===== src/rtl/fp_add_pkg.sv =====
// binary32 add/sub shared definitions
// format widths, special constants, rounding modes and exception bits
package fp_add_pkg;

	localparam int WORD_W  = 32;
	localparam int EXP_W   = 8;
	localparam int FRAC_W  = 23;
	localparam int GUARD_W = 3;                      // guard, round, sticky
	localparam int MANT_W  = 1 + FRAC_W + GUARD_W;   // hidden bit on top
	localparam int SUM_W   = MANT_W + 2;             // carry and sign bits
	localparam int SHIFT_W = 5;
	localparam int TAG_W   = 6;

	localparam logic [EXP_W-1:0]  EXP_MAX         = '1;
	localparam logic [WORD_W-1:0] QNAN_WORD       = 32'h7fc0_0000;
	localparam logic [FRAC_W-1:0] MAX_FINITE_FRAC = '1;

	// RISC-V frm encodings
	typedef enum logic [2:0] {
		RNE = 3'd0,
		RTZ = 3'd1,
		RDN = 3'd2,
		RUP = 3'd3,
		RMM = 3'd4
	} rnd_mode_e;

	// fflags layout
	localparam int EXC_W  = 5;
	localparam int EXC_NV = 4;
	localparam int EXC_DZ = 3;
	localparam int EXC_OF = 2;
	localparam int EXC_UF = 1;
	localparam int EXC_NX = 0;

endpackage


===== src/rtl/fp_add_sub.sv =====
// binary32 add/sub top level
// one register stage, tag travels alongside for out-of-order retire
`timescale 1ns/10ps

module fp_add_sub (
	input  logic                          clk,
	input  logic                          reset,
	input  logic                          start,
	input  logic                          sub,
	input  fp_add_pkg::rnd_mode_e         rnd,
	input  logic [fp_add_pkg::WORD_W-1:0] in_1,
	input  logic [fp_add_pkg::WORD_W-1:0] in_2,
	input  logic [fp_add_pkg::TAG_W-1:0]  tag,
	output logic                          valid,
	output logic [fp_add_pkg::WORD_W-1:0] res,
	output logic [fp_add_pkg::EXC_W-1:0]  exceptions,
	output logic [fp_add_pkg::TAG_W-1:0]  tag_out
);
	import fp_add_pkg::*;

	logic              sign_1, sign_2, any_nan, nan_quiet, any_inf, inf_sign, zero_same;
	logic [EXP_W-1:0]  exp_1, exp_2, r_exp, exp_norm;
	logic [MANT_W-1:0] mant_1, mant_2, mant_norm;
	logic [SUM_W-1:0]  r_sum;
	logic              r_sign, r_nan, r_nan_quiet, r_inf, r_inf_sign, r_zero_same_sign;
	rnd_mode_e         r_rnd;
	logic              sum_sign, calc_inf, is_zero;

	fp_operand_classify classify0 (
		.in_1, .in_2, .sub, .sign_1, .sign_2, .exp_1, .exp_2, .mant_1, .mant_2,
		.any_nan, .nan_quiet, .any_inf, .inf_sign, .both_zero_same_sign(zero_same)
	);

	fp_align_add align0 (
		.clk, .reset, .start, .rnd, .tag, .sign_1, .sign_2, .exp_1, .exp_2,
		.mant_1, .mant_2, .any_nan, .nan_quiet, .any_inf, .inf_sign,
		.both_zero_same_sign(zero_same), .r_valid(valid), .r_sum, .r_sign, .r_exp,
		.r_rnd, .r_tag(tag_out), .r_nan, .r_nan_quiet, .r_inf, .r_inf_sign, .r_zero_same_sign
	);

	fp_normalize norm0 (
		.r_sum, .r_exp, .r_sign, .mant_norm, .exp_norm, .sum_sign, .calc_inf, .is_zero
	);

	fp_round_pack round0 (
		.mant_norm, .exp_norm, .sum_sign, .calc_inf, .is_zero, .r_rnd, .r_nan,
		.r_nan_quiet, .r_inf, .r_inf_sign, .r_zero_same_sign, .res, .exceptions
	);

endmodule


===== src/rtl/fp_align_add.sv =====
// first adder stage
// aligns the smaller operand, adds in two's complement and registers the result
`timescale 1ns/10ps

module fp_align_add (
	input  logic                          clk,
	input  logic                          reset,
	input  logic                          start,
	input  fp_add_pkg::rnd_mode_e         rnd,
	input  logic [fp_add_pkg::TAG_W-1:0]  tag,
	input  logic                          sign_1,
	input  logic                          sign_2,
	input  logic [fp_add_pkg::EXP_W-1:0]  exp_1,
	input  logic [fp_add_pkg::EXP_W-1:0]  exp_2,
	input  logic [fp_add_pkg::MANT_W-1:0] mant_1,
	input  logic [fp_add_pkg::MANT_W-1:0] mant_2,
	input  logic                          any_nan,
	input  logic                          nan_quiet,
	input  logic                          any_inf,
	input  logic                          inf_sign,
	input  logic                          both_zero_same_sign,
	output logic                          r_valid,
	output logic [fp_add_pkg::SUM_W-1:0]  r_sum,
	output logic                          r_sign,
	output logic [fp_add_pkg::EXP_W-1:0]  r_exp,
	output fp_add_pkg::rnd_mode_e         r_rnd,
	output logic [fp_add_pkg::TAG_W-1:0]  r_tag,
	output logic                          r_nan,
	output logic                          r_nan_quiet,
	output logic                          r_inf,
	output logic                          r_inf_sign,
	output logic                          r_zero_same_sign
);
	import fp_add_pkg::*;

	logic               swap;
	logic [EXP_W-1:0]   exp_diff, exp_big;
	logic [SHIFT_W-1:0] shamt;
	logic [MANT_W-1:0]  m_small, m_shift, lost_mask;
	logic               sticky;
	logic [MANT_W-1:0]  a_1, a_2;
	logic [SUM_W-1:0]   op_1, op_2, sum;
	logic               cin;

	assign swap     = exp_2 > exp_1;	// operand 1 is the one to shift
	assign exp_diff = swap ? (exp_2 - exp_1) : (exp_1 - exp_2);
	assign exp_big  = swap ? exp_2 : exp_1;

	// anything at or past the full width lands entirely in sticky
	assign shamt = (exp_diff >= EXP_W'(MANT_W)) ? SHIFT_W'(MANT_W) : exp_diff[SHIFT_W-1:0];

	assign m_small   = swap ? mant_1 : mant_2;
	assign lost_mask = ~({MANT_W{1'b1}} << shamt);
	assign sticky    = |(m_small & lost_mask);
	assign m_shift   = (m_small >> shamt) | MANT_W'(sticky);

	assign a_1 = swap ? m_shift : mant_1;
	assign a_2 = swap ? mant_2 : m_shift;

	// negative side goes in ones complemented, cin finishes the negate
	always_comb begin
		op_1 = SUM_W'(a_1);
		op_2 = SUM_W'(a_2);
		cin  = 1'b0;
		if (sign_1 != sign_2) begin
			cin = 1'b1;
			if (sign_1)
				op_1 = ~op_1;
			else
				op_2 = ~op_2;
		end
	end

	assign sum = op_1 + op_2 + SUM_W'(cin);

	always_ff @(posedge clk) begin
		if (reset)
			r_valid <= 1'b0;
		else
			r_valid <= start;
	end

	always_ff @(posedge clk) begin
		r_sum            <= sum;
		r_sign           <= sign_1 & sign_2;	// provisional, fixed up by sum sign
		r_exp            <= exp_big;
		r_rnd            <= rnd;
		r_tag            <= tag;
		r_nan            <= any_nan;
		r_nan_quiet      <= nan_quiet;
		r_inf            <= any_inf;
		r_inf_sign       <= inf_sign;
		r_zero_same_sign <= both_zero_same_sign;
	end

endmodule


===== src/rtl/fp_normalize.sv =====
// second stage normalization
// takes the sum magnitude, shifts to the hidden bit and adjusts the exponent
`timescale 1ns/10ps

module fp_normalize (
	input  logic [fp_add_pkg::SUM_W-1:0]  r_sum,
	input  logic [fp_add_pkg::EXP_W-1:0]  r_exp,
	input  logic                          r_sign,
	output logic [fp_add_pkg::MANT_W-1:0] mant_norm,
	output logic [fp_add_pkg::EXP_W-1:0]  exp_norm,
	output logic                          sum_sign,
	output logic                          calc_inf,
	output logic                          is_zero
);
	import fp_add_pkg::*;

	logic [SUM_W-1:0]   neg_sum;
	logic [SUM_W-2:0]   mag;
	logic               carry;
	logic [SHIFT_W-1:0] lz, shl;

	assign neg_sum  = ~r_sum + SUM_W'(1);
	assign mag      = r_sum[SUM_W-1] ? neg_sum[SUM_W-2:0] : r_sum[SUM_W-2:0];
	assign sum_sign = r_sign ^ r_sum[SUM_W-1];
	assign carry    = mag[SUM_W-2];	// one above the hidden bit
	assign is_zero  = (mag == '0);

	// leading zeros above the guard bits, MANT_W when empty
	always_comb begin
		lz = SHIFT_W'(MANT_W);
		for (int i = 0; i < MANT_W; i++) begin
			if (mag[i])
				lz = SHIFT_W'(MANT_W - 1 - i);
		end
	end

	always_comb begin
		calc_inf = 1'b0;
		shl      = '0;
		if (carry) begin
			mant_norm = {mag[SUM_W-2:2], |mag[1:0]};	// keep sticky
			exp_norm  = r_exp + EXP_W'(1);
			calc_inf  = r_exp >= EXP_W'(EXP_MAX - 1);
		end else begin
			if (EXP_W'(lz) < r_exp) begin
				shl      = lz;
				exp_norm = r_exp - EXP_W'(lz);
			end else begin
				// stop at the minimum exponent, result stays subnormal
				shl      = SHIFT_W'(r_exp - EXP_W'(1));
				exp_norm = '0;
			end
			mant_norm = mag[MANT_W-1:0] << shl;
		end
		if (is_zero)
			exp_norm = '0;
	end

endmodule


===== src/rtl/fp_operand_classify.sv =====
// operand decode for the binary32 adder
// splits fields and flags NaN, infinity and signed-zero cases
`timescale 1ns/10ps

module fp_operand_classify (
	input  logic [fp_add_pkg::WORD_W-1:0] in_1,
	input  logic [fp_add_pkg::WORD_W-1:0] in_2,
	input  logic                          sub,
	output logic                          sign_1,
	output logic                          sign_2,
	output logic [fp_add_pkg::EXP_W-1:0]  exp_1,
	output logic [fp_add_pkg::EXP_W-1:0]  exp_2,
	output logic [fp_add_pkg::MANT_W-1:0] mant_1,
	output logic [fp_add_pkg::MANT_W-1:0] mant_2,
	output logic                          any_nan,
	output logic                          nan_quiet,
	output logic                          any_inf,
	output logic                          inf_sign,
	output logic                          both_zero_same_sign
);
	import fp_add_pkg::*;

	logic [EXP_W-1:0]  e_1, e_2;
	logic [FRAC_W-1:0] f_1, f_2;
	logic nan_1, nan_2, snan_1, snan_2;
	logic inf_1, inf_2, zero_1, zero_2;
	logic bad_inf;

	assign e_1 = in_1[WORD_W-2 -: EXP_W];
	assign e_2 = in_2[WORD_W-2 -: EXP_W];
	assign f_1 = in_1[FRAC_W-1:0];
	assign f_2 = in_2[FRAC_W-1:0];

	assign nan_1  = (e_1 == EXP_MAX) && (f_1 != '0);
	assign nan_2  = (e_2 == EXP_MAX) && (f_2 != '0);
	assign snan_1 = nan_1 && !f_1[FRAC_W-1];	// quiet bit clear
	assign snan_2 = nan_2 && !f_2[FRAC_W-1];
	assign inf_1  = (e_1 == EXP_MAX) && (f_1 == '0);
	assign inf_2  = (e_2 == EXP_MAX) && (f_2 == '0);
	assign zero_1 = (e_1 == '0) && (f_1 == '0);
	assign zero_2 = (e_2 == '0) && (f_2 == '0);

	assign sign_1 = in_1[WORD_W-1];
	assign sign_2 = in_2[WORD_W-1] ^ (sub & ~nan_2);	// NaN sign left alone

	// subnormals share the exponent of the smallest normal
	assign exp_1  = (e_1 == '0) ? EXP_W'(1) : e_1;
	assign exp_2  = (e_2 == '0) ? EXP_W'(1) : e_2;
	assign mant_1 = {e_1 != '0, f_1, {GUARD_W{1'b0}}};
	assign mant_2 = {e_2 != '0, f_2, {GUARD_W{1'b0}}};

	assign bad_inf             = inf_1 && inf_2 && (sign_1 != sign_2);
	assign any_nan             = nan_1 || nan_2 || bad_inf;
	assign nan_quiet           = !(snan_1 || snan_2 || bad_inf);
	assign any_inf             = inf_1 || inf_2;
	assign inf_sign            = (inf_1 & sign_1) | (inf_2 & sign_2);
	assign both_zero_same_sign = zero_1 && zero_2 && (sign_1 == sign_2);

endmodule


===== src/rtl/fp_round_pack.sv =====
// rounding and result selection
// applies the rounding mode, picks special results and raises the flags
`timescale 1ns/10ps

module fp_round_pack (
	input  logic [fp_add_pkg::MANT_W-1:0] mant_norm,
	input  logic [fp_add_pkg::EXP_W-1:0]  exp_norm,
	input  logic                          sum_sign,
	input  logic                          calc_inf,
	input  logic                          is_zero,
	input  fp_add_pkg::rnd_mode_e         r_rnd,
	input  logic                          r_nan,
	input  logic                          r_nan_quiet,
	input  logic                          r_inf,
	input  logic                          r_inf_sign,
	input  logic                          r_zero_same_sign,
	output logic [fp_add_pkg::WORD_W-1:0] res,
	output logic [fp_add_pkg::EXC_W-1:0]  exceptions
);
	import fp_add_pkg::*;

	logic [GUARD_W-1:0] guard;
	logic               lsb, inexact, round_up, to_zero;
	logic [FRAC_W+1:0]  rounded;	// carry, hidden, fraction
	logic               round_carry, sub_to_norm, ovf;
	logic [EXP_W-1:0]   exp_round;
	logic               res_sign;
	logic               nv, of, nx;

	assign guard   = mant_norm[GUARD_W-1:0];
	assign lsb     = mant_norm[GUARD_W];
	assign inexact = (guard != '0);

	always_comb begin
		round_up = 1'b0;
		to_zero  = 1'b0;	// overflow clamps to max finite
		case (r_rnd)
			RNE: round_up = guard[GUARD_W-1] && ((guard[GUARD_W-2:0] != '0) || lsb);
			RTZ: to_zero  = 1'b1;
			RDN: begin
				round_up = sum_sign && inexact;
				to_zero  = !sum_sign;
			end
			RUP: begin
				round_up = !sum_sign && inexact;
				to_zero  = sum_sign;
			end
			RMM: round_up = guard[GUARD_W-1];	// ties away
			default: round_up = 1'b0;
		endcase
	end

	assign rounded     = {1'b0, mant_norm[MANT_W-1:GUARD_W]} + (FRAC_W + 2)'(round_up);
	assign round_carry = rounded[FRAC_W+1];
	assign sub_to_norm = (exp_norm == '0) && rounded[FRAC_W];	// subnormal reached hidden bit
	assign exp_round   = exp_norm + EXP_W'(round_carry | sub_to_norm);
	assign ovf         = calc_inf || (round_carry && (exp_norm == EXP_W'(EXP_MAX - 1)));

	// exact zero takes the common sign, else depends on rounding direction
	assign res_sign = is_zero ? (r_zero_same_sign ? sum_sign : (r_rnd == RDN)) : sum_sign;

	always_comb begin
		nv = 1'b0;
		of = 1'b0;
		if (r_nan) begin
			nv  = !r_nan_quiet;
			res = QNAN_WORD;
		end else if (!r_inf && ovf && to_zero) begin
			of  = 1'b1;
			res = {sum_sign, EXP_W'(EXP_MAX - 1), MAX_FINITE_FRAC};
		end else if (r_inf || ovf) begin
			of  = ovf && !r_inf;
			res = {r_inf ? r_inf_sign : sum_sign, EXP_MAX, {FRAC_W{1'b0}}};
		end else begin
			res = {res_sign, exp_round, rounded[FRAC_W-1:0]};
		end
	end

	assign nx = (inexact || ovf) && !r_inf && !r_nan;

	always_comb begin
		exceptions         = '0;
		exceptions[EXC_NV] = nv;
		exceptions[EXC_DZ] = 1'b0;	// never for add
		exceptions[EXC_OF] = of;
		exceptions[EXC_UF] = 1'b0;
		exceptions[EXC_NX] = nx;
	end

endmodule


===== config.mk =====
export PLATFORM = sky130hd
export DESIGN_NAME = fp_add_sub
export DESIGN_NICKNAME = d
export VERILOG_FILES = /design/src/rtl/fp_add_pkg.sv /design/src/rtl/fp_add_sub.sv /design/src/rtl/fp_align_add.sv /design/src/rtl/fp_normalize.sv /design/src/rtl/fp_operand_classify.sv /design/src/rtl/fp_round_pack.sv
export SDC_FILE = /design/constraint.sdc
export NUM_CORES = 1
export LEC_CHECK = 0
export BUFFER_PORTS_ARGS = -buffer_cell sky130_fd_sc_hd__buf_2
export CAP_MARGIN = 15
export CORE_ASPECT_RATIO = 1.4
export CORE_MARGIN = 3
export CORE_UTILIZATION = 50
export DETAILED_ROUTE_END_ITERATION = 8
export PLACE_DENSITY = 0.75
export SYNTH_ARGS = -nofsm -noshare
export SYNTH_HDL_FRONTEND = slang
export SYNTH_SLANG_ARGS = --single-unit
export TNS_END_PERCENT = 5

===== constraint.sdc =====
create_clock -name clk -period 13.9 [get_ports clk]
set_input_delay 0.695 -clock clk [delete_from_list [all_inputs] [get_ports clk]]
set_output_delay 0.695 -clock clk [all_outputs]
set_load 0.02 [all_outputs]

==> qor.yml <==
cts-resized-gates: 0
n_antenna_cell: 0
path_common_cell: "nand2_1"
max_freq_mhz: 83.2
antenna_found_initial: 1
tightest_slew_ps: 1210
use_met3_pct: 6.59
gr-usage-met2_pct: 70.7
p_leak_uw: 0.00542
hold_class: "input port to register"
synth_edf_count: 0
multiInputGateArea_sq_mm: 0.0107
regArea_sq_mm: 0.00106
design_area_sq_mm: 0.0134
ys_ff_latch: 53
dpl.cell_count: 2120
fin_crit_ps: 12020
grt_overflow: 0
route.detailed.drc: 0
end_kind: "primary output"
crit_path_start_kind: "register"
fp.coreArea_sq_mm: 0.0242
postRouteAntennaNets: 0
drt-initial-drc-count: 1592
post_cts_buffers: 0
final_util_pct: 55.2
grt_max_degree: 66
yosys.area.top_type: "dfxtp_1"
drt_wl_total_mm: 54.9
maxSlewHeadroom_pct: 18.9
layout.cells.non_filler: 2128
cts-root-buf: "clkbuf_16"
critPathSlowestCell: "or4_1"
synth_ff_type: "dfxtp_1"
syn2layout_area_growth_pct: 7.61
syn_area_per_cell_sq_um: 6.99
yosys_warnings: 0
cts_tree: "done"
rsz0062_at_grt: "false"
peakVddDrop_uv: 314
viasPerCell: 7.00
synth.yosys.seq_area_share_pct: 8.53
syn_inst: 1778
firstDrtPassIters: 7
crit_start: "align0.r_sum[3]"
die_area_sq_mm: 0.0268
gp_congestion: 1.12
power_density_mw_per_mm2: 285
ioPinCount: 121
finalMaxSlewViolations: 0
wl_per_cell_microns: 25.8
period_share_pct: 86.4
crit_arrival_ps: 11320
fin_ws_ps: 1880
grt_pass1_vias: 14100
grtUsageTotal_pct: 39.2
min_from: "tag[4]"
numCtsBuffers: 5
nNetsFinal: 1957
slowest_delay_ps: 900
clock_path_buffers: 2
hold_buffers: 0
clkSinkCount: 53
grtUsageMet1_pct: 37.5
start_util_pct: 51.3
busiest_layer: "met2"
fp.dieW_microns: 139
place.detailed.hpwl_mm: 43.5
critPathKind: "register to primary output"
drv_cap: 0
rows: 67
place_ws_ps: 2610
status: "completed"
crit_fanout: 22
synthArstFlopShare_pct: 0
fill_cells: 2356
clkTransAtPathRegs_ps: 60
required_ps: 13200
drive_above_1_share_pct: 14.1
via_count: 14900
finalHoldViolCount: 0
netlist_area_sq_mm: 0.0124
yosysTopAreaCellShare_pct: 8.53
io_buffers: 118
synth_area_leaders: "dfxtp_1, mux2i_1, nand2_1, ha_1, xnor2_1"
finalSetupViolCount: 0
die_y_microns: 193
synth_cell_types: 107
placed_area_sq_mm: 0.0132
h-tree-depth: 2
setup_tns_ps: 0
grt_pass1_wl_mm: 82.1
-- critical path: cells and delay by family, from the launching register on --
family / cells / cell delay [ps]
mux: 2 / 970
simple gates: 13 / 4680
buf+inv: 1 / 170
compound gates: 10 / 3880
flops: 1 / 420
fa+ha+maj: 3 / 710
xor+xnor: 1 / 140
-- synth_stat cells (all sizes together) (46+ instances only) --
cell type  number
nand3          61
xor2           74
nor2          158
dfxtp          53
nand2         197
nor3           84
mux2i         100
buf            46
a21oi         100
xnor2          81
clkbuf         83
o21ai         122
inv            50
ha             58
-- layout by cell type, fill, tap and decap left out, types with 23 or more instances in the layout --
cell and instances:
nand2_1 195, nor2_1 155, buf_2 118, mux2i_1 100
a21oi_1 99, o21ai_0 91, nor3_1 82, xnor2_1 80
xor2_1 74, nand3_1 61, ha_1 58, dfxtp_1 52
inv_1 49, buf_4 42, nand4_1 29, nor4_1 28
a211oi_1 23
-- final timing paths --
check | endpoint | slack, ps | cells past startpoint
worst min-delay path | align0.r_tag[4] | 490 | 1
worst max-delay path | res[29] | 1880 | 30
-- flip-flops by register name, indices dropped and copies added (netlist names) --
name,count
align0.r_sum,29
align0.r_exp,8
align0.r_tag,6
align0.r_rnd,3
align0.r_inf,1
align0.r_inf_sign,1
align0.r_nan,1
align0.r_nan_quiet,1
align0.r_sign,1
align0.r_valid,1
align0.r_zero_same_sign,1
-- layout make-up --
class | instances | share of cell area, %
Clock buffer | 6 | 0.963
Clock inverter | 2 | 0.290
Inverter | 51 | 1.43
Multi-Input combinational cell | 1546 | 79.7
Sequential cell | 53 | 7.94
Tap cell | 310 | 2.90
Timing Repair Buffer | 160 | 6.77
-- power by group --
part / switching, uW / total, uW / internal (uW)
Clock: 52.5 / 138 / 85.3
Combinational: 2250 / 3360 / 1110
Sequential: 118 / 324 / 205
Total: 2420 / 3820 / 1400
-- logic make-up after synthesis --
logic type	share of synthesized area (%)
AND/OR/NAND/NOR	27.4
AO/OA/AOI/OAI	30.5
buffers and inverters	6.30
XOR/XNOR	10.9
multiplexers	9.53
adder cells (fa/ha/maj)	6.72
flip-flops	8.53
other	0.0302
-- metrics by stage --
stage | total power [uW] | hold slack (ps)
finish | 3820 | 495
CTS | 3640 | 488
detailed placement | 3490 | 799
global placement | 3490 | 797
floorplan | 2540 | 723
global route | 4010 | 484
-- metal layers --
layer	up-vias	routed length [microns]
met1	6814	17300
li1	6727	-
met5	-	16
met2	1009	26700
met4	2	6360
met3	354	4410
(Power assumes the default switching activity.)
